File: config.mk
export PLATFORM = sky130hd
export DESIGN_NAME = triangle_fetch
export DESIGN_NICKNAME = d
export VERILOG_FILES = /design/src/common/tri_pkg.sv /design/src/fetch/triangle_fetch.sv
export SDC_FILE = /design/constraint.sdc
export NUM_CORES = 1
export LEC_CHECK = 0
export ABC_CLOCK_PERIOD_IN_PS = 20400
export CORE_AREA = 3 3 771 773
export DETAILED_ROUTE_END_ITERATION = 10
export DIE_AREA = 0 0 774 776
export DONT_BUFFER_PORTS = 1
export PLACE_DENSITY_LB_ADDON = 0.08
export RECOVER_POWER = 100
export SLEW_MARGIN = 25
export SYNTH_ARGS = -nofsm -noshare
export SYNTH_HDL_FRONTEND = slang
export SYNTH_SLANG_ARGS = --single-unit
export TNS_END_PERCENT = 1
File: constraint.sdc
create_clock -name i_clk -period 20.4 [get_ports i_clk]
set_clock_uncertainty 0.1 [all_clocks]
set_input_delay 3.06 -clock i_clk [delete_from_list [all_inputs] [get_ports i_clk]]
set_output_delay 3.06 -clock i_clk [all_outputs]
set_load 0.05 [all_outputs]
File: src/common/tri_pkg.sv
package tri_pkg;

    ////////////////////////////////////////////////////////////////////////////
    // layout constants
    ////////////////////////////////////////////////////////////////////////////

    localparam int ADDR_W              = 32;    // address and memory data width
    localparam int FRAC_BITS           = 16;    // fraction bits of fixed_t
    localparam int WORD_BYTES          = 4;
    localparam int VERTS_PER_TRI       = 3;
    localparam int VERTEX_STRIDE_WORDS = 8;     // position then colour
    localparam int COLOUR_OFFSET_WORDS = 4;

    ////////////////////////////////////////////////////////////////////////////
    // data types
    ////////////////////////////////////////////////////////////////////////////

    typedef logic [ADDR_W-1:0] addr_t;          // byte address

    typedef logic signed [31:0] fixed_t;        // Q16.16

    // x, y, z, w for positions, r, g, b, a for colours
    typedef struct packed {
        fixed_t x;
        fixed_t y;
        fixed_t z;
        fixed_t w;
    } vec4_t;

    typedef struct packed {
        vec4_t [0:3] row;                       // row 0 in the top bits
    } mat44_t;

    typedef struct packed {
        vec4_t pos;
        vec4_t col;
    } vertex_t;

    typedef struct packed {
        vertex_t [0:VERTS_PER_TRI-1] v;         // index order
    } triangle_t;

    typedef struct packed {
        addr_t       idx_base;                  // index buffer, one word per index
        addr_t       vtx_base;                  // vertex buffer
        logic [31:0] tri_count;
        mat44_t      world;
    } draw_cmd_t;

    typedef enum logic [2:0] {
        IDLE,
        LOAD_INDEX,
        LOAD_VERTEX,
        HAND_OFF,
        NEXT_TRI
    } fetch_state_t;

endpackage
File: src/fetch/triangle_fetch.sv
`timescale 1ns/1ns

module triangle_fetch import tri_pkg::*; (
    input  logic      i_clk,
    input  logic      i_reset_n,

    input  logic      i_start,
    input  draw_cmd_t i_cmd,
    output logic      o_ready_cmd,
    output logic      o_busy,

    output logic      o_mem_read,
    output addr_t     o_mem_addr,
    input  fixed_t    i_mem_data,

    output mat44_t    o_world,
    output logic      o_tri_valid,
    output triangle_t o_tri,
    input  logic      i_tri_ready
);

    fetch_state_t r_state;
    draw_cmd_t    r_cmd;
    logic [31:0]  r_tri_idx;                    // triangles handed off so far
    logic [4:0]   r_word;                       // read slot within the triangle

    addr_t        r_index [0:VERTS_PER_TRI-1];
    fixed_t [0:VERTS_PER_TRI*VERTEX_STRIDE_WORDS-1] r_vwords;

    logic [4:0]   words_per_tri;                // 3 index words plus 24 vertex words
    logic [4:0]   rd_vword;                     // vertex word being requested
    logic [4:0]   cap_word;                     // word arriving from memory
    logic [4:0]   cap_vword;
    logic         cap_en;
    addr_t        rec_off;                      // word offset inside a vertex record

    assign words_per_tri = 5'(VERTS_PER_TRI * (VERTEX_STRIDE_WORDS + 1));
    assign rd_vword      = r_word - 5'(VERTS_PER_TRI);
    assign cap_word      = r_word - 5'd1;       // data lags the read by one cycle
    assign cap_vword     = cap_word - 5'(VERTS_PER_TRI);

    ////////////////////////////////////////////////////////////////////////////
    // state machine
    ////////////////////////////////////////////////////////////////////////////

    always_ff @(posedge i_clk or negedge i_reset_n) begin
        if (!i_reset_n) begin
            r_state   <= IDLE;
            r_tri_idx <= '0;
            r_word    <= '0;
        end else begin
            case (r_state)
                IDLE: begin
                    if (i_start) begin
                        r_tri_idx <= '0;
                        r_word    <= '0;
                        // empty command skips straight to the end check
                        r_state   <= (i_cmd.tri_count == '0) ? NEXT_TRI : LOAD_INDEX;
                    end
                end
                LOAD_INDEX: begin
                    r_word <= r_word + 5'd1;
                    if (r_word == 5'(VERTS_PER_TRI - 1))
                        r_state <= LOAD_VERTEX;
                end
                LOAD_VERTEX: begin
                    r_word <= r_word + 5'd1;
                    if (r_word == words_per_tri)    // last word captured
                        r_state <= HAND_OFF;
                end
                HAND_OFF: begin
                    if (i_tri_ready) begin
                        r_tri_idx <= r_tri_idx + 32'd1;
                        r_state   <= NEXT_TRI;
                    end
                end
                NEXT_TRI: begin
                    r_word  <= '0;
                    r_state <= (r_tri_idx == r_cmd.tri_count) ? IDLE : LOAD_INDEX;
                end
                default: r_state <= IDLE;
            endcase
        end
    end

    ////////////////////////////////////////////////////////////////////////////
    // read address generation
    ////////////////////////////////////////////////////////////////////////////

    always_comb begin
        rec_off = addr_t'(rd_vword[1:0]);
        if (rd_vword[2])
            rec_off = rec_off + COLOUR_OFFSET_WORDS;   // second half is colour

        o_mem_read = 1'b0;
        o_mem_addr = '0;
        case (r_state)
            LOAD_INDEX: begin
                o_mem_read = 1'b1;
                o_mem_addr = r_cmd.idx_base
                           + addr_t'((r_tri_idx * VERTS_PER_TRI + r_word) * WORD_BYTES);
            end
            LOAD_VERTEX: begin
                if (r_word < words_per_tri) begin
                    o_mem_read = 1'b1;
                    o_mem_addr = r_cmd.vtx_base
                               + addr_t'((r_index[rd_vword[4:3]] * VERTEX_STRIDE_WORDS
                                          + rec_off) * WORD_BYTES);
                end
            end
            default: begin
                o_mem_read = 1'b0;
            end
        endcase
    end

    ////////////////////////////////////////////////////////////////////////////
    // command and triangle registers
    ////////////////////////////////////////////////////////////////////////////

    assign cap_en = ((r_state == LOAD_INDEX) && (r_word != '0)) || (r_state == LOAD_VERTEX);

    always_ff @(posedge i_clk) begin
        if ((r_state == IDLE) && i_start)
            r_cmd <= i_cmd;

        if (cap_en) begin
            if (cap_word < 5'(VERTS_PER_TRI))
                r_index[cap_word[1:0]] <= addr_t'(i_mem_data);
            else
                r_vwords[cap_vword] <= i_mem_data;  // pos then colour per vertex
        end
    end

    assign o_ready_cmd = (r_state == IDLE);
    assign o_busy      = (r_state != IDLE);
    assign o_world     = r_cmd.world;
    assign o_tri_valid = (r_state == HAND_OFF);
    assign o_tri       = triangle_t'(r_vwords); // word order matches triangle_t

endmodule

==> summary.txt, run 1 <==
Status
  • Status: complete, but fails checks
  • Failing checks: capacitance limit, slew limit

Final layout
  • Nets@finish: 3590
  • Most frequent cells in the layout: edfxtp_1 (1457), clkbuf_16 (204), nor2_1 (127)
  • Proportion of layout cells with a drive suffix above 1: 0.116
  • Sequential cell area: 44800 µm²
  • Most common cell after layout, fill and taps aside: edfxtp_1
  • Synthesis-to-layout area growth: 24.4%
  • FILL cells: 65.8k
  • Footprint of the multi-input gates: 7290 µm²

Logic synthesis
  • Synth cell types: 71
  • Dominant synthesized flop cell: edfxtp_1
  • Warnings from Yosys: 0
  • Post-Synth Simple-Gate Area: 0.0311
  • Syn nets: 3843
  • Post-synthesis sequential area ratio: 0.800
  • Post-Synth XOR/XNOR Area: 0.0219
  • Post-Synth Adder-Cell Area: 0.0307
  • Post-synth EDFFs: around 1.5k
  • Syn Inst Count: ~3k
  • Post-Syn Area per Cell: 18.3 µm²
  • Largest family of logic cells by synthesized area: buffers and inverters
  • Post-synthesis mux area share: 0.00615
  • FFs w/ async S/R, synth: 0.0267
  • Synth Area in Compound Gates: 0.0375
  • Post-synthesis cell area: ~56000 µm²
  • Number of synthesized register bits: 1497

Place
  • Dpl hpwl: slightly below 300000 µm
  • # port buffers: 0
  • GP Congestion: a little under 1
  • Pre-CTS worst setup slack: 10700 ps

Worst setup path
  • Setup CP Type: in -> reg
  • Worst path most repeated cell: clkbuf_1
  • Startpoint Class: input pin
  • Critical Path Sink Type: flop
  • Buf+Inv Stages, Crit Path: 4
  • Max stage delay on crit path: 5790 ps
  • Arr. time, crit path: between 10000 and 15000 ps
  • Worst Path Max Fanout: 131
  • CP max stage cell: clkbuf_1
  • Top Family by Delay on Critical Path: buffers and inverters
  • CP Cell Sequence: inv_1, nor2_1, clkbuf_1, clkbuf_1, clkbuf_1
  • Crit path required time: 20720 ps

Power and ir drop
  • Switching Fraction: 0.394
  • Static Leak: 20.7 nW
  • Clk pwr share: 0.352
  • Pwr dens: approximately 150 nW/µm²
  • Total internal power: approximately 6.4 mW
  • Comb power frac: 0.154
  • Net Switching: 4.13 mW
  • Sequential share of power: 0.494
  • Peak VDD IR: a little under 0.07 mV

STA
  • Actual slew at the worst max-slew pin: 8140 ps
  • Fin Hold WS: 547 ps
  • Final Setup Violations: 0
  • Final Cycle Share: 0.693
  • RSZ-0062 raised after global routing: no
  • Pins Over Slew Limit: ~1.6k
  • Fmax: approximately 0.071 GHz
  • Final worst slack: around 6300 ps
  • Final hold viol count: 0
  • Post-Route Setup TNS: 0 ps
  • Slew headroom: -4.42
  • Min Tclk post-route: 14130 ps

Drt
  • Routed length per placed instance: 34.5 µm
  • WL met2: 190000 µm
  • Drt total wl: 380000 µm
  • Uppermost layer routed: met5
  • Via Count: 27.8k
  • Final ANT Viol Nets: 0
  • Remaining DRCs: 0
  • Metal-1 WL: 119000 µm
  • WL met3: 54800 µm
  • TritonRoute pass-1 iters: 5
  • Average vias per placed instance: 2.52
  • Initial DRC count: 2106

Min path
  • Min-delay worst type: reg -> reg

Clocking
  • Hold-fix buffers, CTS: 0
  • Clk root buf: clkbuf_16
  • H-tree lvl count: 4
  • Total CTS buffers: 203
  • Setup bufs post-CTS: 0
  • CTS tree: built
  • Later-pin clock latency in the skew report: roughly 900 ps
  • Reg clk slew, reported paths: 50 ps
  • Post_cts resized: 0
  • Maximum buffer depth of the clock tree: 4
  • Clk sinks: 1497

Die
  • Die extent in x: just under 800 µm
  • I/O pin count: 1960
  • DIE HEIGHT: 776 µm
  • Starting Density: 0.0950
  • Core area: between 500000 and 600000 µm²
  • # rows: 282
  • Die footprint: 601000 µm²

Global routing
  • Global Route Usage Sum: 0.121
  • First-pass GRT wire length: 449000 µm
  • Antenna violations before repair: about 260
  • Vias in the first global route: around 28k
  • Pin count of the biggest net entering global routing: 132
  • Total grt overflow: 0

Flow run
  • Max-Cap Viols: 58
## cell usage after synthesis (all sizes together) (3+ instances only)
cell type | count | area [µm²]
edfxtp | 1457 | 43800
buf | 513 | 3850
nor2 | 139 | 524
ha | 126 | 1580
a21oi | 112 | 564
xor2 | 73 | 639
nand2 | 67 | 251
xnor2 | 66 | 586
o21ai | 54 | 270
dfrtp | 40 | 1000
inv | 39 | 146
a21o | 38 | 285
mux2i | 31 | 310
nand3 | 29 | 150
clkbuf | 27 | 101
nor3 | 20 | 100
o22ai | 20 | 125
nor2b | 17 | 106
nor4 | 17 | 106
and3 | 16 | 105
a211oi | 14 | 110
nand4 | 14 | 87.6
o21a | 13 | 97.6
or3 | 13 | 81.3
o21bai | 10 | 75.1
a31oi | 9 | 56.3
and2 | 9 | 56.3
nand2b | 9 | 56.3
fa | 7 | 140
a22o | 5 | 43.8
o211ai | 5 | 37.5
o31ai | 5 | 37.5
o32ai | 5 | 43.8
o31a | 4 | 35.0
a2111oi | 3 | 82.6
mux2 | 3 | 33.8
nor3b | 3 | 22.5
or2 | 3 | 18.8
## path summary, 6_finish.rpt
kind | startpoint | depth (start not counted) | slack [ps] | end
hold / removal | r_tri_idx[7] | 2 | 550 | r_tri_idx[7]
setup reg to reg | r_state[0] | 8 | 6510 | o_world[450]
min in group asynchronous | i_reset_n | 0 | 1780 | r_tri_idx[15]
hold reg to reg | r_tri_idx[7] | 2 | 550 | r_tri_idx[7]
setup / recovery | i_start | 5 | 6270 | o_world[450]
max in group asynchronous | i_reset_n | 0 | 18200 | r_word[1]
## power by group through the flow
| stage | clock (mW) | combinational (mW) | sequential [mW] |
|---|---|---|---|
| 3_3_place_gp | 0 | 1.79 | 5.28 |
| 2_1_floorplan | 0 | 1.87 | 4.44 |
| 5_1_grt | 4.01 | 1.79 | 5.21 |
| 4_1_cts | 3.90 | 1.84 | 5.18 |
| 3_5_place_dp | 0 | 1.83 | 5.22 |
| 6_report | 3.70 | 1.62 | 5.18 |
## cell families after synthesis
| logic type | Yosys count |
|---|---|
| DFF | 1497 |
| buffers and inverters | 579 |
| adders and majority gates | 133 |
| AOI/OAI and AO/OA | 320 |
| xor gates and xnor gates | 139 |
| muxes | 34 |
| and+or+nand+nor | 364 |
## registers in the layout, indices dropped and copies added, names as in the netlist
signal / flops
r_state: 3
o_tri: 768
r_index: 81
r_tri_idx: 32
r_cmd: 96
r_word: 5
o_world: 512
## per-stage QoR
stage	total power, mW	cells	utilization	area, µm²
after floorplan	6.31	3066	-	56000
after global placement	7.07	10400	0.107	62800
after detailed placement	7.05	10400	0.107	63000
after CTS	10.9	10800	0.118	69700
after global routing	11.0	10900	0.118	69400
final	10.5	11000	0.118	69600
## routing by layer
metal  vias up  track usage
met1     14300        0.113
li1      10900            -
met3       625       0.0780
met5         -            0
met2      1848        0.213
met4       118       0.0446
## cell type report
class,instances,area share
multi-input combinational,990,0.105
inverter,39,0.00210
tap,7810,0.140
antenna,241,0.00866
clock buffer,236,0.0750
clock inverter,140,0.0218
timing repair buffer,82,0.00480
sequential,1497,0.643
## worst min-delay path: stages (launching register included)
cell and delay (ps):
dfrtp_1 440, xor2_1 90, nor2_1 80
Note: power is estimated with default switching activity, not from simulation.
==> run 2, diff against run 1 <==
- ABC_AREA: unset -> 1
- ABC_CLOCK_PERIOD_IN_PS: 20400 -> 13800
- CORE_AREA: 3 3 771 773 -> 3 3 759 761
- DIE_AREA: 0 0 774 776 -> 0 0 762 764
- clock period: 20.4 -> 13.8 ns (I/O delays scaled with it)
==> run 2 against run 1 <==
Net effect:
- core utilization is 0.52 points higher
- the flow still finishes with violations (capacitance limit, slew limit)
- synthesized cell count is 21% higher
- critical path type is now reg -> out
- wire length is 2.2% lower
- largest cell class unchanged
==> summary.txt, run 2 <==
Power and ir drop
  • Sequential share of power: 0.510 (was 0.494)
  • Total power: 15.5 mW (was 10.5 mW)
  • Static Leak: 21.8 nW (was 20.7 nW)
  • Clk pwr share: 0.348 (was 0.352)
  • Net Switching: 6.18 mW (was 4.13 mW)
  • Comb power frac: 0.142 (was 0.154)
  • Total internal power: 9.28 mW (was 6.37 mW)
  • Pwr dens: 220 nW/µm² (was 151 nW/µm²)
  • Switching Fraction: 0.400 (was 0.394)
  • Peak VDD IR: 0.113 mV (was 0.0672 mV)

Flow run
  • Max-Cap Viols: 57 (was 58)

Global routing
  • First-pass GRT wire length: 445000 µm (was 449000 µm)
  • Global Route Usage Sum: 0.122 (was 0.121)
  • Antenna violations before repair: 284 (was 259)
  • Total grt overflow: 0 (unchanged)
  • Vias in the first global route: 31.3k (was 27.8k)
  • Pin count of the biggest net entering global routing: 146 (was 132)

Logic synthesis
  • Post-synth EDFFs: 1457 (unchanged)
  • Syn nets: 4481 (was 3843)
  • FFs w/ async S/R, synth: 0.0267 (unchanged)
  • Area contributors post-synth: edfxtp_1 (76%), buf_4 (6.7%), nand2_1 (3.1%) (was edfxtp_1 (78%), buf_4 (6.9%), ha_1 (2.8%))
  • Commonest cells in the netlist: edfxtp_1 (1457), buf_4 (513), nand2_1 (475) (was edfxtp_1 (1457), buf_4 (512), nor2_1 (138))
  • Number of synthesized register bits: 1497 (unchanged)
  • Synth cell types: 50 (was 71)
  • Post-synthesis cell area: 57600 µm² (was 56000 µm²)
  • Cell taking the most area after synthesis: edfxtp_1 (unchanged)
  • Syn Inst Count: 3704 (was 3066)
  • Most numerous cell in the Yosys netlist: edfxtp_1 (unchanged)
  • Dominant synthesized flop cell: edfxtp_1 (unchanged)
  • Top cell type's share of synthesized area: 0.759 (was 0.782)
  • Post-Syn Area per Cell: 15.6 µm² (was 18.3 µm²)
  • Post-synthesis sequential area ratio: 0.777 (was 0.800)
  • Warnings from Yosys: 0 (unchanged)

STA
  • Fmax: approximately 0.095 GHz
  • Post-Route Setup TNS: 0 ps (unchanged)
  • Pins Over Slew Limit: 1453 (was 1592)
  • RSZ-0062 raised after global routing: no (unchanged)
  • Actual slew at the worst max-slew pin: 4260 ps (was 8140 ps)
  • Final Setup Violations: 0 (unchanged)
  • Slew headroom: -1.84 (was -4.42)
  • Final hold viol count: 0 (unchanged)
  • Min Tclk post-route: about 11000 ps
  • Final Cycle Share: 0.766

Status
  • Failing checks: capacitance limit, slew limit (unchanged)
  • Status: complete, but fails checks (unchanged)

Drt
  • Initial DRC count: 1936 (was 2106)
  • Metal-1 WL: 103000 µm (was 119000 µm)
  • Via Count: 30.5k (was 27.8k)
  • WL met2: 209000 µm (was 190000 µm)
  • Routed length per placed instance: 33.1 µm (was 34.5 µm)
  • Average vias per placed instance: 2.71 (was 2.52)
  • TritonRoute pass-1 iters: 5 (unchanged)
  • Remaining DRCs: 0 (unchanged)
  • Uppermost layer routed: met5 (unchanged)
  • Drt total wl: 372000 µm (was 380000 µm)
  • Final ANT Viol Nets: 0 (unchanged)
  • WL met3: 47800 µm (was 54800 µm)

Die
  • Starting Density: 0.101 (was 0.0950)
  • Core area: 569000 µm² (was 589000 µm²)
  • DIE HEIGHT: 764 µm (was 776 µm)
  • Die extent in x: 762 µm (was 774 µm)
  • # rows: 277 (was 282)
  • I/O pin count: 1960 (unchanged)
  • Die footprint: 582000 µm² (was 601000 µm²)

Clocking
  • Reg clk slew, reported paths: 60 ps (was 50 ps)
  • Later-pin clock latency in the skew report: 910 ps (was 890 ps)
  • Setup bufs post-CTS: 0 (unchanged)
  • Post_cts resized: 0 (unchanged)
  • CTS tree: built (unchanged)
  • Clk sinks: 1497 (unchanged)
  • Hold-fix buffers, CTS: 0 (unchanged)
  • Clk root buf: clkbuf_16 (unchanged)
  • Maximum buffer depth of the clock tree: 4 (unchanged)
  • H-tree lvl count: 4 (unchanged)
  • Total CTS buffers: 208 (was 203)

Min path
  • Min-delay worst type: reg -> reg (unchanged)

Worst setup path
  • Arr. time, crit path: 8400 ps (was 14450 ps)
  • Max stage delay on crit path: 1730 ps (was 5790 ps)
  • Buf+Inv Stages, Crit Path: 3 (was 4)
  • Setup CP Type: reg -> out (was in -> reg)
  • Worst Path Max Fanout: 28 (was 131)
  • Startpoint Class: flop (was input pin)
  • Crit path required time: 11630 ps (was 20720 ps)
  • CP max stage cell: o21ai_0 (was clkbuf_1)
  • Worst path most repeated cell: nand2_1 (was clkbuf_1)
  • Top Family by Delay on Critical Path: buffers and inverters (unchanged)
  • CP Cell Sequence: inv_1, nand2_1, nand2_2, clkbuf_1, nand2_1, clkbuf_1, nand2_1, a31oi_1, ha_1, nand2_1, nor2_1, nand2_1, nand2_1, nand2_1, nand2_1, xnor2_1, o21ai_0 (was inv_1, nor2_1, clkbuf_1, clkbuf_1, clkbuf_1)
  • Critical Path Sink Type: primary output (was flop)

Final layout
  • Most common cell after layout, fill and taps aside: edfxtp_1 (unchanged)
  • Nets@finish: 4211 (was 3590)
  • Max reg flops: 768 (unchanged)
  • Synthesis-to-layout area growth: 22.0% (was 24.4%)
  • Most frequent cells in the layout: edfxtp_1 (1457), nand2_1 (483), clkbuf_16 (209) (was edfxtp_1 (1457), clkbuf_16 (204), nor2_1 (127))
  • Proportion of layout cells with a drive suffix above 1: 0.0974 (was 0.116)
  • Finished Core Util: 0.123 (was 0.118)

Place
  • # port buffers: 0 (unchanged)
  • Dpl hpwl: 291000 µm (was 298000 µm)
  • GP Congestion: 0.809 (was 0.984)
run 2: cells by family (layout without fill, tap and decap cells):
logic type	after synthesis	in the layout	share of synthesized area
AO/OA/AOI/OAI	291	291	0.0283
XOR/XNOR	67	67	0.0102
adder cells (fa/ha/maj)	133	133	0.0298
buffers and inverters	742	643	0.0819
flip-flops	1497	1497	0.777
other	0	95	0
AND/OR/NAND/NOR	974	974	0.0731
run 2: path summary, 6_finish.rpt:
kind | start | end | slack, ps | cells past startpoint
worst max-delay path | r_word[2] | o_mem_addr[13] | 3230 | 17
worst min-delay path | r_tri_idx[10] | r_tri_idx[10] | 470 | 1
worst max register to register | r_state[1] | o_world[71] | 3900 | 8
worst min register to register | r_tri_idx[10] | r_tri_idx[10] | 470 | 1
max in group asynchronous | i_reset_n | r_state[1] | 12590 | 0
min in group asynchronous | i_reset_n | r_word[4] | 780 | 0
run 2: final cells by class:
class                   instances  area [µm²]
flip-flops and latches       1497       44800
multi-input cells            1465        8190
clock inverters               125        1240
well taps                    7533        9430
diodes                         95         238
fillers                     63800      499000
repair buffers                 58         262
inverters                     204         767
clock buffers                 256        5420
run 2: metrics by stage:
| step | setup slack [ps] | hold slack [ps] | area [µm²] | std cells |
|---|---|---|---|---|
| after floorplan | 1980 | 402 | 57600 | 3704 |
| after global placement | 5920 | 451 | 63800 | 10800 |
| after detailed placement | 6050 | 470 | 63900 | 10800 |
| after CTS | 5000 | 478 | 70600 | 11100 |
| after global routing | 2370 | 506 | 70200 | 11200 |
| final | 3230 | 467 | 70300 | 11200 |
run 2: per-layer routing:
layer | track usage | vias up
li1 | - | 12400
met1 | 0.0983 | 15100
met2 | 0.245 | 2041
met3 | 0.0704 | 701
met4 | 0.0314 | 162
met5 | 0 | -
run 2: power by group through the flow:
stage	registers, mW	clock network (mW)	logic (mW)
final	7.88	5.38	2.19
after global routing	7.93	5.87	2.43
after CTS	7.93	5.70	2.46
after detailed placement	8.00	0	2.46
after global placement	8.03	0	2.46
after floorplan	6.50	0	2.76
